===== src/source/random.sv =====
module random
(
    input  logic        clk,
    input  logic        rst_n,

    input  logic        init,                       // load seed
    input  logic        read,                       // capture state
    input  logic        run,                        // one step per opt_run
    input  logic [63:0] w_seed,
    output logic [63:0] r_seed,
    output logic        ready,

    output logic [15:0] or_rand,
    output logic [15:0] tw_rand
);

logic [63:0] state;
logic [63:0] sh_a;
logic [63:0] sh_b;
logic [63:0] sh_c;

// xorshift64, shifts 13 / 7 / 17
always_comb begin
    sh_a = state ^ (state << 13);
    sh_b = sh_a ^ (sh_a >> 7);
    sh_c = sh_b ^ (sh_b << 17);
end

always_ff @(posedge clk or negedge rst_n) begin
    if (!rst_n) begin
        state <= '0;
        ready <= 1'b0;
    end else begin
        if (init) begin
            state <= w_seed;
            ready <= 1'b1;                          // stays set
        end else if (run) begin
            state <= sh_c;
        end
    end
end

always_ff @(posedge clk) begin
    if (read) begin
        r_seed <= state;
    end
end

// fresh draws for each replica
assign or_rand = state[15:0];
assign tw_rand = state[31:16];

// a zero state would lock the generator
a_state_live: assert property (@(posedge clk) disable iff (!rst_n) ready |-> state != '0)
    else $error("random state is zero");

endmodule


===== config.mk =====
export PLATFORM = sky130hd
export DESIGN_NAME = random
export DESIGN_NICKNAME = d
export VERILOG_FILES = /design/src/source/random.sv
export SDC_FILE = /design/constraint.sdc
export NUM_CORES = 1
export LEC_CHECK = 0
export ABC_CLOCK_PERIOD_IN_PS = 1750
export BUFFER_PORTS_ARGS = -buffer_cell sky130_fd_sc_hd__buf_4
export CAP_MARGIN = 20
export CORE_MARGIN = 10
export CORE_UTILIZATION = 40
export DETAILED_ROUTE_END_ITERATION = 8
export HOLD_SLACK_MARGIN = 0.03
export PLACE_DENSITY = 0.68
export SYNTH_ARGS = -nofsm -noshare
export SYNTH_HDL_FRONTEND = slang
export SYNTH_SLANG_ARGS = --single-unit

===== constraint.sdc =====
create_clock -name clk -period 1.75 [get_ports clk]
set_clock_uncertainty 0.05 [all_clocks]
set_input_delay 0.175 -clock clk [delete_from_list [all_inputs] [get_ports clk]]
set_output_delay 0.175 -clock clk [all_outputs]
set_load 0.02 [all_outputs]

==> flow_summary.ini <==
[logic_synthesis]
yosys_register_bits = 129
synthesis.nets = 637
synth.largest_area_cell = edfxtp_1
synthMuxAreaShare_pct = 5.97
synthSimpleGateAreaFrac_pct = 4.97
synth.area.top_cells = edfxtp_1 (26%), dfrtp_1 (22%), xnor3_1 (11%), xnor2_1 (11%), xor2_1 (5.6%)
synthCells = 568
synth_xor_area_share_pct = 33.4
syn_area_per_cell_um2 = 13.2
synth_top_family_by_area = XOR/XNOR gates
synth_area_um2 = 7480
yosysUniqueCellTypes = 29
synth_compound_area_share_pct = 2.49
ys_warn_count = 0
netlist.area_leader.share_pct = 25.7
synth-adder-area-share_pct = 0
synth-seq-area-share_pct = 47.4

[timing]
hold_viol_final = 0
setup_viol = 23
fin_crit_ns = 1.83
slew_viol_final = 0
rsz0062_at_grt = true
holdWs_ns = 0.143
tightest_slew_ns = 0.502
slew_headroom_pct = 66.5
finalCritPeriodShare_pct = 105
fmax_ghz = 0.546
tns_ns = -0.902
layout_setup_ws_ns = -0.0814

[global_route]
grt_usage_pct = 17.5
grt_pass1_vias = 5806
grt_max_degree = 65
antenna_found_initial = 0
gr-total-overflow = 0
grt_pass1_wl_mm = 33.1

[placed_design]
dp_hpwl_mm = 15.1
port_buffers = 165
dp.cells = 998
gp_congestion = 0.829

[run]
cap_viol_max_count = 0

[floorplan]
ioPinCount = 166
die_h_um = 157
start_util_pct = 41.1
row_count = 49
dieWidth_um = 157
die-area_um2 = 24600
core_um2 = 18200

[outcome]
violations = negative setup slack
status = finished, violations left

[clock_tree]
cts.sinks = 129
cts_htree_levels = 4
clock_latency_ns = 0.42
numCtsBuffers = 17
cts_buffer_depth = 2
cts_tree = yes
clk_pin_slew_ns = 0.06
cts-root-buf = clkbuf_16

[setup_path]
required_ns = 2.01
arrival_ns = 2.09
end_kind = flop
reg2reg_depth = 5
ff2ff_setup_slack_ns = -0.08
critPathKind = reg -> reg
r2r-start = state[45]
reg2reg_to = state[51]
worstSetupStartpointType = flop
cp_max_fo = 4

[min_path]
hold_end = state[50]
min_delay_path_depth = 3
hp-class = in -> reg
hp-start = init

[route]
drc = 0
dr.pass1.iters = 4
drt_iter0_drc = 291
vias = 5373
ant_nets = 0
wl_per_cell_um = 19.1
routed_wl_mm = 21.8
via_per_inst = 4.70

[pwr]
vdd_drop_max_v = 0.00116
finalPower_mw = 29.4
leakagePower_nw = 5.38
pwr_density_cell_nw_per_um2 = 2530

[layout]
area_delta_synth_final_pct = 55.3
final_common_cell = buf_4
diodes = 0
fin_nets = 970
postLayoutCoreUtil_pct = 63.8
finalNonFillerCells = 1143
final_cell_mix = buf_4 (303), nand2_1 (70), xnor2_1 (65), dlygate4sd3_1 (65), edfxtp_1 (64)
drive_above_1_share_pct = 52.1
-- per-stage QoR --
stage               worst slack (ns)  area (µm²)
floorplan                    -0.0597        7650
global placement              -0.164        9610
detailed placement            -0.201        9610
CTS                          -0.0688       11100
global route                  -0.128       11600
finish                       -0.0814       11600
-- layout make-up --
type	count	area, µm²
Multi-Input combinational cell	362	3980
Tap cell	229	287
Sequential cell	129	3590
Clock buffer	23	458
Fill cell	1348	6590
Timing Repair Buffer	391	3230
Clock inverter	9	67.6
-- per-layer routing --
layer / track usage, % / vias up / wire length (µm)
met5: 0 / - / 0
met4: 5.21 / 0 / 299
met3: 4.55 / 19 / 1380
met2: 27.2 / 155 / 10300
met1: 23.4 / 2677 / 9800
li1: - / 2522 / -
-- critical path, stage by stage, from the launching register on --
cell and delay [ns]:
dfrtp_2 0.44, xor3_1 0.38, xnor3_1 0.38, nand2_1 0.06
xnor2_1 0.14, mux2_4 0.27
-- registers in the layout, summed over array words and instances, names as in the netlist --
name and flops:
ready 1, state 64, r_seed 64
-- worst max path at each step --
stage                         start        end  slack (ns)  cells past startpoint
after floorplan           state[13]  state[23]       -0.06                      5
after global placement    state[30]  state[23]       -0.16                      5
after detailed placement  state[23]  state[23]       -0.20                      5
after CTS                 state[13]  state[23]       -0.07                      4
after global routing      state[16]  state[39]       -0.13                      7
final                     state[45]  state[51]       -0.08                      5
-- Yosys cell counts --
cell type / n
a211oi_1: 2
a21o_1: 2
a221o_1: 1
a2bb2oi_1: 1
buf_1: 2
buf_2: 4
buf_4: 32
buf_6: 2
clkbuf_1: 37
dfrtp_1: 65
edfxtp_1: 64
mux2_2: 37
mux2i_1: 3
nand2_1: 73
nand2b_1: 3
nand3_1: 1
nand3b_1: 1
nor2_1: 4
nor2b_1: 6
nor3b_1: 1
o211ai_1: 1
o21ai_0: 26
or2_2: 1
xnor2_1: 97
xnor3_1: 38
xnor3_2: 2
xor2_1: 48
xor2_2: 1
xor3_1: 13
-- kinds of logic (layout without fill, tap and decap cells) --
| group | count (synthesis) | after routing |
|---|---|---|
| AND/OR/NAND/NOR | 90 | 90 |
| XOR/XNOR | 199 | 199 |
| multiplexers | 40 | 40 |
| AO/OA/AOI/OAI | 33 | 33 |
| buffers and inverters | 77 | 423 |
| flip-flops | 129 | 129 |
-- timing repair --
item                                    4_1_cts  5_1_grt
hold buffers                                 65        0
buffers inserted                             17       32
gates resized for setup                      52       54
hold endpoints to repair                     92        0
pin swaps                                    22       45
endpoints found under the setup margin       38       44
-- report_power, final --
group | leakage, nW | switching (mW) | internal [mW] | total, mW
Clock | 0.255 | 1.28 | 1.96 | 3.24
Combinational | 3.76 | 7.68 | 12.5 | 20.1
Sequential | 1.36 | 1.41 | 4.59 | 6.00
Power figures use the tool's default switching activity.
