**src/source/replica_pkg.sv**
```systemverilog
package replica_pkg;

    // problem size
    localparam int city_num   = 16;
    localparam int city_log   = 4;
    localparam int dis_addr_w = 8;

    // lower triangle including the diagonal
    localparam int dis_entries = city_num * (city_num + 1) / 2;

    typedef logic [15:0] distance_data_t;           // one city-to-city distance

    typedef logic signed [23:0] total_data_t;       // tour length or move delta

    // 2-opt: remove a-b, c-d and add a-c, b-d
    // or-opt: move b from between a and c to between d and e
    typedef struct packed {
        logic [city_log-1:0] a;
        logic [city_log-1:0] b;
        logic [city_log-1:0] c;
        logic [city_log-1:0] d;
        logic [city_log-1:0] e;
        logic [city_log-1:0] f;                     // spare
    } distance_command_t;

    // Triangular table address. The pair is ordered first so that the larger
    // index i selects the row, then the entry is i*(i+1)/2 + j for i >= j.
    function automatic logic [dis_addr_w-1:0] tri_addr(
        input logic [city_log-1:0] x,
        input logic [city_log-1:0] y
    );
        logic [dis_addr_w-1:0] hi;
        logic [dis_addr_w-1:0] lo;
        if (x >= y) begin
            hi = dis_addr_w'(x);
            lo = dis_addr_w'(y);
        end else begin
            hi = dis_addr_w'(y);
            lo = dis_addr_w'(x);
        end
        return hi * (hi + 1'b1) / 2 + lo;
    endfunction

endpackage

```
**src/source/sub_node.sv**
```systemverilog
module sub_node
    import replica_pkg::*;
#(
    parameter int          two_opt_node = 0,
    parameter logic [15:0] temp_thresh  = 16'd0
)
(
    input  logic                  clk,
    input  logic                  rst_n,

    input  logic                  opt_run,          // step strobe
    input  logic                  opt_en,
    input  distance_command_t     distance_com,
    input  logic [15:0]           rand_val,

    output logic [dis_addr_w-1:0] distance_addr,    // data returns next cycle
    input  distance_data_t        distance_data,

    input  logic                  total_init,
    input  total_data_t           init_value,
    input  logic                  swap_load,        // from exchange
    input  total_data_t           swap_value,
    output total_data_t           total,

    output logic                  busy,
    output logic                  done,
    output logic                  accepted
);

localparam int terms = (two_opt_node != 0) ? 4 : 6;

distance_command_t     com;
logic [2:0]            step;
logic                  issuing;
logic                  rd_valid;
logic                  rd_sub;
logic                  rd_last;
logic [2*city_log:0]   term;
logic                  term_sub;
logic [city_log-1:0]   city_x;
logic [city_log-1:0]   city_y;
total_data_t           dist_ext;
total_data_t           delta;
total_data_t           delta_next;
logic                  start;
logic                  accept;

assign start = opt_run && opt_en && !busy;

// {subtract, city, city} for each read of the move
always_comb begin
    term = '0;
    if (two_opt_node != 0) begin
        case (step)
            3'd0:    term = {1'b0, com.a, com.c};
            3'd1:    term = {1'b0, com.b, com.d};
            3'd2:    term = {1'b1, com.a, com.b};
            3'd3:    term = {1'b1, com.c, com.d};
            default: term = '0;
        endcase
    end else begin
        case (step)
            3'd0:    term = {1'b0, com.a, com.c};
            3'd1:    term = {1'b0, com.d, com.b};
            3'd2:    term = {1'b0, com.b, com.e};
            3'd3:    term = {1'b1, com.a, com.b};
            3'd4:    term = {1'b1, com.b, com.c};
            3'd5:    term = {1'b1, com.d, com.e};
            default: term = '0;
        endcase
    end
end

assign {term_sub, city_x, city_y} = term;
assign distance_addr = tri_addr(city_x, city_y);

assign dist_ext   = total_data_t'(distance_data);
assign delta_next = rd_sub ? delta - dist_ext : delta + dist_ext;

// threshold stands in for exp(-delta/T)
assign accept = (delta_next < 0) || (rand_val < temp_thresh);

always_ff @(posedge clk) begin
    if (start) begin
        com <= distance_com;
    end
end

always_ff @(posedge clk or negedge rst_n) begin
    if (!rst_n) begin
        busy     <= 1'b0;
        issuing  <= 1'b0;
        step     <= '0;
        rd_valid <= 1'b0;
        rd_sub   <= 1'b0;
        rd_last  <= 1'b0;
        delta    <= '0;
        done     <= 1'b0;
        accepted <= 1'b0;
        total    <= '0;
    end else begin
        done     <= 1'b0;
        rd_valid <= issuing;                        // ram latency
        rd_sub   <= term_sub;
        rd_last  <= issuing && (step == 3'(terms - 1));
        if (start) begin
            busy    <= 1'b1;
            issuing <= 1'b1;
            step    <= '0;
            delta   <= '0;
        end else if (issuing) begin
            step <= step + 3'd1;
            if (step == 3'(terms - 1)) begin
                issuing <= 1'b0;
            end
        end
        if (rd_valid) begin
            delta <= delta_next;
            if (rd_last) begin
                busy     <= 1'b0;
                done     <= 1'b1;
                accepted <= accept;
            end
        end
        if (total_init) begin
            total <= init_value;
        end else if (swap_load) begin
            total <= swap_value;
        end else if (rd_valid && rd_last && accept) begin
            total <= total + delta_next;            // lands with done
        end
    end
end

a_run_idle: assert property (@(posedge clk) disable iff (!rst_n) opt_run |-> !busy)
    else $error("opt_run while replica busy");

a_done_pulse: assert property (@(posedge clk) disable iff (!rst_n) done |=> !done)
    else $error("done held for two cycles");

endmodule

```
**config.mk**
```make
export PLATFORM = sky130hd
export DESIGN_NAME = sub_node
export DESIGN_NICKNAME = d
export VERILOG_FILES = /design/src/source/replica_pkg.sv /design/src/source/sub_node.sv
export SDC_FILE = /design/constraint.sdc
export NUM_CORES = 1
export LEC_CHECK = 0
export ABC_AREA = 1
export BUFFER_PORTS_ARGS = -buffer_cell sky130_fd_sc_hd__buf_2
export CORE_MARGIN = 10
export CORE_UTILIZATION = 52
export CTS_CLUSTER_DIAMETER = 120
export DETAILED_ROUTE_END_ITERATION = 10
export GPL_TIMING_DRIVEN = 0
export HOLD_SLACK_MARGIN = 0.08
export PLACE_DENSITY = 0.86
export SYNTH_ARGS = -nofsm -noshare
export SYNTH_HDL_FRONTEND = slang
export SYNTH_SLANG_ARGS = --single-unit
```
**constraint.sdc**
```tcl
create_clock -name clk -period 6 [get_ports clk]
set_input_delay 0 -clock clk [delete_from_list [all_inputs] [get_ports clk]]
set_output_delay 0 -clock clk [all_outputs]
set_load 0.02 [all_outputs]
```
==> results.py <==
metrics = {
    "cts": {
        "clkLatencyLatePin_ns": 0.36,
        "cts_buffer_depth": 2,
        "cts-buffers-inserted": 9,
        "clkSinkCount": 78,
        "cts_tree": "yes",
        "htreeDepth": 3,
        "path_clk_slew_ns": 0.06,
        "cts_root_buf": "clkbuf_16",
    },
    "floorplanning": {
        "die_w_um": 139.1,
        "die_area_um2": 19360,
        "dieHeight_um": 139.1,
        "start_util": 0.5316,
        "rows": 43,
        "core_um2": 13880,
        "ioPinCount": 145,
    },
    "detailed_routing": {
        "drtIter0Drc": 625,
        "drt-pass1-iter-count": 5,
        "vias": 8362,
        "dr_wl_met3_um": 2147,
        "post-route-drc-count": 0,
        "highest_layer": "met4",
        "drtAntennaViolNets": 0,
        "wirelength_um": 27520,
        "wl_per_cell_um": 18.92,
        "vias_per_cell": 5.751,
        "wl_met1_um": 10970,
        "met2_length_um": 13200,
    },
    "grt": {
        "grt-ovfl-total": 0,
        "grt_pass1_wl_um": 41700,
        "track_usage": 0.2609,
        "antenna_found_initial": 0,
        "grt_max_degree": 59,
        "grt_pass1_vias": 8329,
    },
    "timing": {
        "drv_slew": 0,
        "finClkSkew_ns": 0.008760,
        "fmax_ghz": 0.1469,
        "setup_slack_ns": -0.8096,
        "finalSetupViolations": 6,
        "max-slew-margin-rel": 0.4520,
        "fin_crit_ns": 6.810,
        "finalHoldViolCount": 0,
        "finalCritPeriodShare": 1.135,
        "grt_setup_unrepaired": "yes",
        "tightestPinTransition_ns": 0.8220,
    },
    "synthesis": {
        "synth_area_leaders": "dfrtp_1 (20%), nand2_1 (13%), ha_1 (13%), edfxtp_1 (8.1%), inv_1 (6.2%)",
        "synth_top_cell_area_share": 0.1967,
        "synthCells": 1028,
        "synth_cell_types": 49,
        "synth_top_cell_by_area": "dfrtp_1",
        "yosysSeqAreaShare": 0.2781,
        "ys_ff_latch": 78,
        "synth_warnings": 0,
        "syn_area_um2": 7380,
        "avgSynthCellArea_um2": 7.179,
        "synth_nets": 1225,
    },
    "final_layout": {
        "nets": 1466,
        "multi_input_area_um2": 5169,
        "stdcell_area_um2": 9960,
        "drive_gt1_frac": 0.2229,
        "fillCellCount": 1046,
        "final_core_util": 0.7175,
        "seq_area_um2": 2054,
        "area_growth_pct": 34.96,
        "num_antenna_cells": 0,
    },
    "critical_path": {
        "cpMaxStageDelayCell": "fa_1",
        "critPathRequiredTime_ns": 6.00,
        "ff2ff_setup_slack_ns": 0.46,
        "crit_type": "reg2out",
        "endpoint_kind": "output port",
        "critical_path_arrival_ns": 6.81,
        "worstSetupStartpoint": "step[0]$_DFFE_PN0P_",
        "critPathMaxStageDelay_ns": 0.56,
        "startpoint_type": "flop",
        "critPathCapture": "distance_addr[7]",
        "crit_path_max_fanout": 5,
        "reg2reg_depth": 25,
        "reg2reg_to": "total[21]$_DFFE_PN0P_",
        "r2r-start": "rd_sub$_DFF_PN0_",
        "crit_top_cell": "ha_4",
    },
    "flow_run": {
        "maxCapViolations": 0,
    },
    "place": {
        "dp_slack_ns": -0.7922,
        "dpl.hpwl_um": 17620,
        "numPortBuffers": 123,
        "gp_congestion": 0.9745,
        "placed_area_um2": 8310,
    },
    "hold_path": {
        "whs_path_depth": 5,
        "hold_path.class": "in2reg",
    },
    "outcome": {
        "failed_checks": "setup timing",
        "status": "finished with violations",
    },
}
==> routing by layer <==
metal	vias up	GRT usage
met5	-	0
met3	104	0.06336
met4	0	0.08677
li1	3896	-
met2	437	0.4582
met1	3925	0.3031
==> sequential cells by signal, indices dropped and copies added (netlist names) <==
| name | flops |
|---|---|
| delta | 24 |
| rd_valid | 1 |
| step | 3 |
| accepted | 1 |
| com | 20 |
| busy | 1 |
| issuing | 1 |
| total | 24 |
| done | 1 |
| rd_sub | 1 |
| rd_last | 1 |
==> worst min-delay path by stage <==
stage / startpoint / endpoint / slack [ns]
2_1_floorplan: rst_n / accepted$_DFFE_PN0P_ / -0.30
3_3_place_gp: distance_com[10] / com[10]$_DFFE_PP_ / 0.18
3_5_place_dp: distance_com[4] / com[4]$_DFFE_PP_ / 0.18
4_1_cts: swap_value[10] / total[10]$_DFFE_PN0P_ / 0.08
5_1_grt: swap_value[6] / total[6]$_DFFE_PN0P_ / 0.12
6_report: swap_value[10] / total[10]$_DFFE_PN0P_ / 0.09
==> area by class of cell <==
class,instances,share of cell area
multi-input combinational,800,0.5190
sequential,78,0.2063
timing repair buffer,229,0.1613
inverter,131,0.05013
clock buffer,11,0.02437
tap,180,0.02261
buffer,19,0.01055
clock inverter,5,0.005025
timing repair inverter,1,0.0007538
==> worst max-delay path, delay by kind of cell, from the launching register on <==
| family | cells | cell delay [ns] |
|---|---|---|
| simple gates | 8 | 0.93 |
| flops | 1 | 0.45 |
| fa+ha+maj | 9 | 2.93 |
| xor+xnor | 1 | 0.14 |
| compound gates | 6 | 1.38 |
| buf+inv | 7 | 0.60 |
==> synthesized netlist by cell type, drive strengths merged <==
library cell  instances
fa                    9
o211ai                6
clkbuf               15
nand3b                5
xnor2                16
or2                   5
o21bai                5
a221oi                3
a21boi                6
nor3b                 1
a21oi                78
a31o                  1
a31oi                 4
ha                   78
buf                   4
edfxtp               20
nor3                  5
dfrtp                58
a211oi                1
nand3                70
o22ai                 2
nand2               267
inv                 130
nor2                 97
a22oi                 2
a22o                 15
a21o                  5
nor4                  3
nand4                 5
and2                  3
clkinv                1
o21ai                74
o21a                  1
xor2                 33
==> timing repair <==
action                                 CTS  global route
endpoints found under the hold margin  104             0
cloned                                   1             0
setup endpoints to repair                6             9
pin swaps                               33            24
buffers inserted                        30            10
gates resized for setup                 60            29
hold buffers                            65             0
==> placed cells by master, fill, tap and decap left out, types with 4 or more instances in the layout <==
master	netlist	final
buf_2	0	116
a21o_1	5	5
nand3_1	68	66
o21ai_0	61	58
inv_2	7	16
nand2_4	1	5
ha_4	0	12
clkinv_2	0	4
edfxtp_1	20	20
a21boi_0	6	6
dfrtp_1	58	56
o21ai_2	3	4
clkbuf_1	15	16
a22o_1	15	15
a21oi_1	76	69
nand3b_1	5	5
inv_1	122	112
buf_4	0	45
fa_1	9	8
dlygate4sd3_1	0	65
a21oi_2	2	6
nand2_2	5	11
buf_6	3	5
ha_1	78	65
xnor2_1	16	13
nand4_1	5	5
clkbuf_16	0	9
o211ai_1	6	6
xor2_1	33	31
nand2_1	261	251
o21ai_1	10	8
o21ai_4	0	4
nor2_2	6	9
nor2_1	91	87
o21bai_1	5	5
==> cells by family (layout without fill, tap and decap cells) <==
logic type,Yosys count,count (layout),share of synthesized area
simple gates,461,461,0.2638
fa+ha+maj,87,87,0.1567
buf+inv,150,396,0.08155
flops,78,78,0.2781
compound gates,203,203,0.1618
xor+xnor,49,49,0.05816
==> metrics by stage <==
step                      hold WS, ns  instances  TNS, ns
after global routing           0.1242       1454   -4.596
after CTS                     0.08200       1444  -0.6963
after floorplan               -0.2956       1028        0
final                         0.08626       1454   -4.037
after global placement         0.1768       1331   -1.991
after detailed placement       0.1781       1332   -2.915
Power is left out: the tool's default activity adds up to more than one toggle a clock period on the data nets, which glitch-free logic cannot reach.
