===== src/source/replica_pkg.sv =====
package replica_pkg;

    // problem size
    localparam int city_num   = 16;
    localparam int city_log   = 4;
    localparam int dis_addr_w = 8;

    // lower triangle including the diagonal
    localparam int dis_entries = city_num * (city_num + 1) / 2;

    typedef logic [15:0] distance_data_t;           // one city-to-city distance

    typedef logic signed [23:0] total_data_t;       // tour length or move delta

    // 2-opt: remove a-b, c-d and add a-c, b-d
    // or-opt: move b from between a and c to between d and e
    typedef struct packed {
        logic [city_log-1:0] a;
        logic [city_log-1:0] b;
        logic [city_log-1:0] c;
        logic [city_log-1:0] d;
        logic [city_log-1:0] e;
        logic [city_log-1:0] f;                     // spare
    } distance_command_t;

    // Triangular table address. The pair is ordered first so that the larger
    // index i selects the row, then the entry is i*(i+1)/2 + j for i >= j.
    function automatic logic [dis_addr_w-1:0] tri_addr(
        input logic [city_log-1:0] x,
        input logic [city_log-1:0] y
    );
        logic [dis_addr_w-1:0] hi;
        logic [dis_addr_w-1:0] lo;
        if (x >= y) begin
            hi = dis_addr_w'(x);
            lo = dis_addr_w'(y);
        end else begin
            hi = dis_addr_w'(y);
            lo = dis_addr_w'(x);
        end
        return hi * (hi + 1'b1) / 2 + lo;
    endfunction

endpackage


===== src/source/replica_exchange.sv =====
module replica_exchange
    import replica_pkg::*;
(
    input  logic        clk,
    input  logic        rst_n,

    input  logic        exchange_run,
    input  total_data_t or_total,
    input  total_data_t tw_total,

    output total_data_t swap_or_total,
    output total_data_t swap_tw_total,
    output logic        swap_load,
    output logic        exchanged,
    output total_data_t minimum_distance
);

logic or_shorter;

assign or_shorter = or_total < tw_total;

// hotter replica found the shorter tour, hand it to the cooler one
assign swap_load     = exchange_run && or_shorter;
assign swap_or_total = tw_total;
assign swap_tw_total = or_total;

always_ff @(posedge clk or negedge rst_n) begin
    if (!rst_n) begin
        exchanged        <= 1'b0;
        minimum_distance <= '0;
    end else begin
        exchanged        <= swap_load;
        minimum_distance <= or_shorter ? or_total : tw_total;
    end
end

// both replicas must have taken the swapped totals
a_swap_done: assert property (
    @(posedge clk) disable iff (!rst_n) exchanged |-> tw_total < or_total)
    else $error("exchange did not leave the shorter tour in the 2-opt replica");

endmodule


===== config.mk =====
export PLATFORM = sky130hd
export DESIGN_NAME = replica_exchange
export DESIGN_NICKNAME = d
export VERILOG_FILES = /design/src/source/replica_pkg.sv /design/src/source/replica_exchange.sv
export SDC_FILE = /design/constraint.sdc
export NUM_CORES = 1
export LEC_CHECK = 0
export BUFFER_PORTS_ARGS = -buffer_cell sky130_fd_sc_hd__buf_2
export CAP_MARGIN = 20
export CORE_ASPECT_RATIO = 0.6
export CORE_UTILIZATION = 46
export DETAILED_ROUTE_END_ITERATION = 12
export GPL_ROUTABILITY_DRIVEN = 0
export PLACE_DENSITY = 0.92
export SYNTH_ARGS = -nofsm -noshare
export SYNTH_HDL_FRONTEND = slang
export SYNTH_SLANG_ARGS = --single-unit

===== constraint.sdc =====
create_clock -name clk -period 5.65 [get_ports clk]
set_input_delay 0.565 -clock clk [delete_from_list [all_inputs] [get_ports clk]]
set_output_delay 0.565 -clock clk [all_outputs]
set_load 0.05 [all_outputs]

==> results.sh, run 1 <==
export IMPL_yosysTopAreaCell="dfrtp_1"
export IMPL_crit_type="primary input to output pin"
export IMPL_clkTransAtPathRegs_ns=0.09
export IMPL_async_flop_share_pct=100
export IMPL_hold_viol=0
export IMPL_synth_seq_cells=25
export IMPL_p_leak_nw=1.37
export IMPL_crit_fanout=4
export IMPL_post_drt_wl_per_cell_um=13.5
export IMPL_worstMarginPinSlew_ns=0.549
export IMPL_drcViolationCount=0
export IMPL_htreeDepth=1
export IMPL_cts_root_buf="clkbuf_8"
export IMPL_cp_required_ns=5.09
export IMPL_endpoint_kind="output pin"
export IMPL_initial_utilization_pct=50.6
export IMPL_drv_slew=0
export IMPL_fillers=356
export IMPL_clock_fmax_ghz=0.290
export IMPL_syn_inst=181
export IMPL_track_usage_pct=18.6
export IMPL_synthDistinctLibCells=28
export IMPL_drtIter0Drc=26
export IMPL_overflow=0
export IMPL_fin_crit_sh_pct=61.1
export IMPL_antenna_cells=0
export IMPL_arrival_ns=2.88
export IMPL_setup_violations=0
export IMPL_period_needed_ns=3.45
export IMPL_status="complete, no violations"
export IMPL_coreArea_um2=3870
export IMPL_setup_tns_ns=0
export IMPL_numPortBuffers=124
export IMPL_layoutNonFillerInstCount=317
export IMPL_fp_dieW_um=86.3
export IMPL_yosys_warnings=0
export IMPL_synth_common_cells="48 x buf_4, 25 x dfrtp_1, 23 x ha_1, 23 x inv_1, 19 x mux2_4"
export IMPL_cts_buffers=3
export IMPL_synth_fp_nets=255
export IMPL_antenna_found_initial=0
export IMPL_cts_tree="done"
export IMPL_yosys_top_cells_area="dfrtp_1 32%, buf_4 18%, ha_1 15%, mux2_4 15%, inv_1 4.4%"
export IMPL_min_path_type="primary input to async pin"
export IMPL_vias_per_cell=4.67
export IMPL_grt_pass1_vias=1395
export IMPL_drt_total_wl_um=4260
export IMPL_firstDrtPassIters=4
export IMPL_max_cap_viol_count=0
export IMPL_dp_cells=313
export IMPL_ctsLongestPathBuffers=2
export IMPL_dieArea_um2=4540
export IMPL_die_h_um=52.6
export IMPL_yosysTopAreaCellShare_pct=31.9
export IMPL_synth_main_ff_cell="dfrtp_1"
export IMPL_layout_nets=335
export IMPL_io_pins=125
export IMPL_slew_headroom_pct=62.4
export IMPL_ir_drop_mv=0.132
export IMPL_start_kind="primary input"
export IMPL_dp_hpwl_um=3570
export IMPL_grt_max_degree=26
export IMPL_yosysSeqAreaShare_pct=31.9
export IMPL_power_density_nw_per_um2=297
export IMPL_post_synth_top_count_cell="buf_4"
export IMPL_synth_area_um2=1960
export IMPL_postCtsSetupRepairBufs=0
export IMPL_ant_nets=0
export IMPL_cts_sinks=25
export IMPL_cts_resized=0
export IMPL_vias=1479
export IMPL_rows=17
export IMPL_synth_edff_count=0
export IMPL_grt_pass1_wl_um=6290
export IMPL_avgSynthCellArea_um2=10.8
export IMPL_cts_hold_buf=0
export IMPL_drive_gt1_share_pct=60.0
export IMPL_grt_setup_unrepaired="false"
export IMPL_area_delta_synth_final_pct=19.1
## worst max path at each step
stage / slack [ns] / start / end / cells after the start
2_1_floorplan: 2.29 / tw_total[23] / swap_load / 9
3_3_place_gp: 2.41 / or_total[23] / swap_load / 9
3_5_place_dp: 2.22 / tw_total[23] / swap_load / 10
4_1_cts: 2.20 / tw_total[23] / swap_load / 10
5_1_grt: 2.00 / tw_total[23] / swap_load / 10
6_report: 2.20 / tw_total[23] / swap_load / 10
## cell families (layout without fill, tap and decap cells)
logic type	Yosys count	in the layout	synth area share, %
DFF	25	25	31.9
buffers and inverters	73	152	23.9
adders and majority gates	23	23	14.7
muxes	23	23	16.8
and+or+nand+nor	19	19	5.55
AOI/OAI and AO/OA	17	17	6.25
xor gates and xnor gates	1	1	0.830
## final cells by class
type	count	area [µm²]	area share, %
flip-flops and latches	25	626	26.8
well taps	57	71.3	3.05
inverters	23	86.3	3.70
repair buffers	125	628	26.9
clock buffers	3	41.3	1.77
multi-input cells	83	877	37.6
clock inverters	1	5.00	0.214
## cells in the final DEF (no fill, tap or decap), drive strengths merged
cell type / count
o2111ai: 1
a2111oi: 2
o21ai: 3
o31a: 1
o21a: 1
nor3: 2
clkbuf: 3
nand4: 3
nand2: 6
xor2: 1
a221o: 1
nand2b: 1
nor4: 1
a21o: 2
a21oi: 5
nor2b: 1
dfrtp: 25
nor2: 2
a221oi: 1
and2: 2
ha: 23
clkinv: 1
buf: 125
mux2: 23
inv: 23
and3: 1
## through the flow
step | util, % | total power [mW] | setup slack (ns) | hold slack [ns] | cell area [µm²]
4_1_cts | 60.3 | 0.702 | 2.20 | 0.307 | 2330
6_report | 60.3 | 0.693 | 2.20 | 0.281 | 2330
3_3_place_gp | 59.1 | 0.586 | 2.41 | 0.602 | 2290
3_5_place_dp | 59.1 | 0.594 | 2.22 | 0.603 | 2290
5_1_grt | 60.3 | 0.729 | 2.00 | 0.322 | 2330
2_1_floorplan | - | 0.524 | 2.29 | 0.269 | 1960
## critical path, cell delays in order
cell       delay, ns
buf_2           0.08
inv_1           0.05
ha_1            0.38
nand4_2         0.18
nor3_1          0.08
a2111oi_0       0.56
o2111ai_2       0.33
xor2_4          0.22
and2_1          0.17
buf_2           0.27
## sequential cells by signal, summed over array words and instances (netlist names)
| signal | flops |
|---|---|
| minimum_distance | 24 |
| exchanged | 1 |
## routing by layer
layer,vias to the layer above,GRT usage [%],share of wire [%]
li1,720,-,-
met1,675,19.9,39
met2,80,36.4,51
met3,4,6.46,9.2
met4,0,3.06,0.73
met5,-,0,0
## report_power, final
part           internal, mW  leakage, nW  total [mW]  switching [mW]
Sequential            0.207        0.293       0.214         0.00697
Clock                0.0493       0.0255       0.106          0.0569
Combinational         0.113         1.05       0.373           0.260
Total                 0.369         1.37       0.693           0.324
Note: power is estimated with default switching activity, not from simulation.
==> inputs of run 2 (changes only) <==
--- a/config.mk
+++ b/config.mk
@@ -8,10 +8,10 @@
 export BUFFER_PORTS_ARGS = -buffer_cell sky130_fd_sc_hd__buf_2
 export CAP_MARGIN = 20
 export CORE_ASPECT_RATIO = 0.6
-export CORE_UTILIZATION = 46
+export CORE_UTILIZATION = 39
 export DETAILED_ROUTE_END_ITERATION = 12
 export GPL_ROUTABILITY_DRIVEN = 0
-export PLACE_DENSITY = 0.92
+export PLACE_DENSITY = 0.83
 export SYNTH_ARGS = -nofsm -noshare
 export SYNTH_HDL_FRONTEND = slang
 export SYNTH_SLANG_ARGS = --single-unit
==> constraint.sdc (replaced) <==
create_clock -name clk -period 2.8 [get_ports clk]
set_input_delay 0.28 -clock clk [delete_from_list [all_inputs] [get_ports clk]]
set_output_delay 0.28 -clock clk [all_outputs]
set_load 0.05 [all_outputs]
==> run 2 against run 1 <==
Effect of this change:
- the flow now finishes with violations (negative hold slack)
- design area grew 3.1%
- sequential power rose by 100%
- clock power up 110%
- non-clock buffer count grew 5
- via count up 2.7%
- core utilization down 9.2 points
- die area grew 17%
- count of clock-buffer cells in the layout rose by 1
- sequential share of layout area shrank 0.81 points
- final cell count increased by 3.5%
==> results.sh, run 2 (same netlist as run 1, synthesis figures left out) <==
export IMPL_drtIter0Drc=22
export IMPL_drcViolationCount=0
export IMPL_area_delta_synth_final_pct=22.8
export IMPL_p_leak_nw=1.40
export IMPL_most_common_layout_cells="123 x buf_2, 25 x dfrtp_1, 23 x inv_1, 23 x ha_1, 19 x mux2_4"
export IMPL_overflow=0
export IMPL_die_h_um=56.9
export IMPL_hold_viol=3
export IMPL_stdcell_area_um2=2410
export IMPL_clockPowerShare_pct=15.6
export IMPL_drive_gt1_share_pct=60.8
export IMPL_timing_hold_ws_ns=-0.00119
export IMPL_swShare_pct=46.6
export IMPL_layout_nets=340
export IMPL_largest_register_ffs=24
export IMPL_track_usage_pct=16.3
export IMPL_initial_utilization_pct=41.7
export IMPL_grt_pass1_vias=1438
export IMPL_crit_fanout=4
export IMPL_ctsLongestPathBuffers=2
export IMPL_crit_type="primary input to output pin"
export IMPL_vias=1519
export IMPL_clkTransAtPathRegs_ns=0.10
export IMPL_min_path_type="primary input to async pin"
export IMPL_start_kind="primary input"
export IMPL_drv_slew=0
export IMPL_max_cap_viol_count=0
export IMPL_grtUsageMet3_pct=4.47
export IMPL_antenna_cells=0
export IMPL_post_drt_wl_per_cell_um=13.1
export IMPL_firstDrtPassIters=4
export IMPL_cts_tree="done"
export IMPL_grt_pass1_wl_um=6620
export IMPL_dieArea_um2=5320
export IMPL_setup_tns_ns=0
export IMPL_drt_total_wl_um=4300
export IMPL_endpoint_kind="output pin"
export IMPL_largest_register="minimum_distance"
export IMPL_setup_violations=0
export IMPL_vias_per_cell=4.63
export IMPL_fin_crit_sh_pct=93.6
export IMPL_use_met2_pct=29.7
export IMPL_worstMarginPinSlew_ns=0.598
export IMPL_power_share_combinational_pct=54.2
export IMPL_dp_hpwl_um=3640
export IMPL_arrival_ns=2.34
export IMPL_coreArea_um2=4710
export IMPL_seqPwrFrac_pct=30.2
export IMPL_cp_required_ns=2.52
export IMPL_violations="negative hold slack"
export IMPL_status="finished with violations"
export IMPL_busiest_layer="met2"
export IMPL_fp_dieW_um=93.5
export IMPL_antenna_found_initial=0
export IMPL_placed_area_um2=2330
export IMPL_numPortBuffers=124
export IMPL_grt_max_degree=26
export IMPL_p_int_mw=0.762
export IMPL_io_pins=125
export IMPL_cts_sinks=25
export IMPL_layout_commonest_cell="buf_2"
export IMPL_slew_headroom_pct=60.2
export IMPL_cts_hold_buf=0
export IMPL_htreeDepth=1
export IMPL_clock_fmax_ghz=0.382
export IMPL_fin_util_pct=51.1
export IMPL_period_needed_ns=2.62
export IMPL_ir_drop_mv=0.253
export IMPL_power_density_nw_per_um2=593
export IMPL_largestRegisters="minimum_distance x24, exchanged x1"
export IMPL_met1_usage_pct=20.2
export IMPL_ant_nets=0
export IMPL_rows=19
export IMPL_cts_root_buf="clkbuf_8"
export IMPL_p_sw_mw=0.666
export IMPL_cts_buffers=3
==> run 2: cell count changes in the layout (fill, tap and decap cells not counted), sizes merged <==
cell / delta
buf: +4
clkinv: -1
clkbuf: +2
==> run 2: final timing paths <==
kind / slack, ns / depth (start not counted) / end / from
setup / recovery: 0.18 / 11 / swap_load / tw_total[23]
hold / removal: -0.001 / 1 / minimum_distance[10] / rst_n
min in group clk: 0.25 / 2 / exchanged / exchange_run
max in group asynchronous: 2.40 / 1 / exchanged / rst_n
==> run 2: metal layers <==
layer	routed length, µm	vias to the layer above
li1	-	727
met1	1860	708
met2	2050	82
met3	368	2
met4	11	0
met5	0	-
==> run 2: layout make-up <==
cell class,instances,area [µm²]
clock buffers,4,45.0
fillers,471,2300
inverters,23,86.3
multi-input cells,83,903
flip-flops and latches,25,626
well taps,63,78.8
repair buffers,130,668
==> run 2: power by group through the flow <==
stage | clock network, mW | logic (mW) | registers (mW)
after floorplan | 0 | 0.402 | 0.654
after global placement | 0 | 0.756 | 0.438
after detailed placement | 0 | 0.770 | 0.438
after CTS | 0.236 | 0.774 | 0.432
after global routing | 0.249 | 0.814 | 0.437
final | 0.223 | 0.774 | 0.431
==> run 2: critical path, stage by stage <==
cell and delay, ns:
buf_2 0.10, inv_1 0.09, ha_1 0.27, nand4_2 0.18, nor3_1 0.09, a2111oi_2 0.41
buf_4 0.19, o2111ai_4 0.13, xor2_4 0.20, and2_1 0.18, clkbuf_4 0.21
==> run 2: repair_timing <==
action                     CTS  global route
resized for setup            3             2
setup endpoints to repair    1             1
setup buffers                0             1
pin swaps                    0             3
==> run 2: per-stage QoR <==
stage               instances  setup slack (ns)  power (mW)
CTS                       327            0.0162        1.44
global placement          323            -0.109        1.19
floorplan                 181            0.0109        1.06
global route              328          -0.00126        1.50
detailed placement        323           -0.0735        1.21
finish                    328             0.179        1.43
==> inputs of run 3 (changes only) <==
--- a/config.mk
+++ b/config.mk
@@ -8,10 +8,10 @@
 export BUFFER_PORTS_ARGS = -buffer_cell sky130_fd_sc_hd__buf_2
 export CAP_MARGIN = 20
 export CORE_ASPECT_RATIO = 0.6
-export CORE_UTILIZATION = 39
+export CORE_UTILIZATION = 43
 export DETAILED_ROUTE_END_ITERATION = 12
 export GPL_ROUTABILITY_DRIVEN = 0
-export PLACE_DENSITY = 0.83
+export PLACE_DENSITY = 0.87
 export SYNTH_ARGS = -nofsm -noshare
 export SYNTH_HDL_FRONTEND = slang
 export SYNTH_SLANG_ARGS = --single-unit
==> constraint.sdc (replaced) <==
create_clock -name clk -period 2.7 [get_ports clk]
set_input_delay 0.27 -clock clk [delete_from_list [all_inputs] [get_ports clk]]
set_output_delay 0.27 -clock clk [all_outputs]
set_load 0.02 [all_outputs]
==> run 3 against run 2 <==
Effect of this change:
- the flow still finishes with violations (negative hold slack)
- routed wire length fell by 7.2%
- global-route usage rose by 0.12 points
- final cell count fell by 0.30%
- sequential share of layout area fell by 0.13 points
- clock power rose by 2%
- non-clock buffer count rose by 2
- sequential power rose by 3%
- combinational power fell by 26%
==> results.sh, run 3 (same netlist as run 1, synthesis figures left out) <==
export IMPL_dp_slack_ns=-0.162
export IMPL_grt_max_degree=26
export IMPL_die_h_um=54.3
export IMPL_overflow=0
export IMPL_cts_tree="done"
export IMPL_grt_pass1_wl_um=5830
export IMPL_hold_viol=21
export IMPL_path_cells="buf_2, inv_1, ha_1, nand4_2, nor3_1, a2111oi_2, o2111ai_4, xor2_4, and2_1, buf_4"
export IMPL_drcViolationCount=0
export IMPL_fp_dieW_um=89.2
export IMPL_p_leak_nw=1.42
export IMPL_most_common_layout_cells="123 x buf_2, 25 x dfrtp_1, 23 x inv_1, 23 x ha_1, 19 x mux2_4"
export IMPL_worstMarginPinSlew_ns=0.595
export IMPL_coreArea_um2=4230
export IMPL_max_stage_delay_ns=0.52
export IMPL_setup_slack_ns=0.106
export IMPL_power_density_nw_per_um2=516
export IMPL_dieArea_um2=4840
export IMPL_drt_total_wl_um=3990
export IMPL_layout_nets=342
export IMPL_crit_buf_inv=3
export IMPL_ant_nets=0
export IMPL_cp_slowest_cell="a2111oi_2"
export IMPL_largestRegisters="minimum_distance x24, exchanged x1"
export IMPL_fin_crit_sh_pct=96.1
export IMPL_ctsLongestPathBuffers=2
export IMPL_min_path_type="primary input to async pin"
export IMPL_crit_fanout=4
export IMPL_area_delta_synth_final_pct=23.4
export IMPL_firstDrtPassIters=4
export IMPL_post_drt_wl_per_cell_um=12.2
export IMPL_max_cap_viol_count=0
export IMPL_drv_slew=0
export IMPL_largest_register_ffs=24
export IMPL_vias=1503
export IMPL_track_usage_pct=16.4
export IMPL_cts_sinks=25
export IMPL_clkTransAtPathRegs_ns=0.09
export IMPL_period_needed_ns=2.59
export IMPL_timing_hold_ws_ns=-0.00581
export IMPL_layout_commonest_cell="buf_2"
export IMPL_grt_pass1_vias=1361
export IMPL_cp_required_ns=2.43
export IMPL_endpoint_kind="output pin"
export IMPL_drtIter0Drc=21
export IMPL_cts_buffers=3
export IMPL_status="finished with violations"
export IMPL_violations="negative hold slack"
export IMPL_arrival_ns=2.32
export IMPL_placed_area_um2=2330
export IMPL_stdcell_area_um2=2420
export IMPL_cts_root_buf="clkbuf_8"
export IMPL_htreeDepth=1
export IMPL_dp_hpwl_um=3330
export IMPL_crit_type="primary input to output pin"
export IMPL_clock_fmax_ghz=0.386
export IMPL_start_kind="primary input"
export IMPL_numPortBuffers=124
export IMPL_io_pins=125
export IMPL_vias_per_cell=4.60
export IMPL_slew_headroom_pct=60.3
export IMPL_ir_drop_mv=0.236
export IMPL_initial_utilization_pct=46.3
export IMPL_setup_violations=0
export IMPL_drive_gt1_share_pct=61.4
export IMPL_antenna_found_initial=0
export IMPL_largest_register="minimum_distance"
export IMPL_antenna_cells=0
export IMPL_rows=18
export IMPL_critical_path_top_delay_family="compound AO/OA/AOI/OAI gates"
==> run 3: cell types whose count changed in the layout (fill, tap and decap cells not counted), sizes merged <==
cell / before / now
buf: 129 / 132
clkbuf: 5 / 3
clkinv: 0 / 1
==> run 3: repair_timing <==
action / CTS / global route
resized for setup: 1 / 4
cloned: 0 / 0
setup buffers: 0 / 2
pin swaps: 0 / 5
hold buffers: 0 / 0
setup endpoints to repair: 1 / 1
==> run 3: path summary, 6_finish.rpt <==
kind / startpoint / end / slack [ns] / cells after the start
max: tw_total[23] / swap_load / 0.11 / 10
min: rst_n / minimum_distance[6] / -0.006 / 1
max in group asynchronous: rst_n / minimum_distance[18] / 2.32 / 1
min in group clk: or_total[23] / minimum_distance[23] / 0.24 / 3
==> run 3: cell type report <==
cell class | instances | area (µm²)
Fill cell | 393 | 1810
Clock buffer | 3 | 41.3
Multi-Input combinational cell | 83 | 903
Clock inverter | 1 | 5.00
Tap cell | 60 | 75.1
Timing Repair Buffer | 132 | 683
Inverter | 23 | 86.3
Sequential cell | 25 | 626
==> run 3: report_power, final <==
part | internal, mW | switching [mW]
clock network | 0.103 | 0.124
logic | 0.261 | 0.313
registers | 0.433 | 0.0122
total | 0.798 | 0.450
==> run 3: metrics by stage <==
stage          hold WS (ns)  power [mW]  setup TNS (ns)  utilization, %  std cells
2_1_floorplan       -0.0256       0.863               0               -        181
3_3_place_gp          0.305        1.01           -1.85            55.0        321
3_5_place_dp          0.318        1.02           -2.64            55.0        321
4_1_cts              0.0139        1.25               0            56.1        325
5_1_grt              0.0280        1.34         -0.0361            57.2        327
6_report           -0.00581        1.25               0            57.2        327
==> run 3: layer usage <==
layer  GRT usage [%]  vias up  wire length [µm]
met3            6.18        2               443
met4            3.44        0                15
met1            17.6      689              1590
li1                -      729                 -
met5               0        -                 0
met2            31.6       83              1940
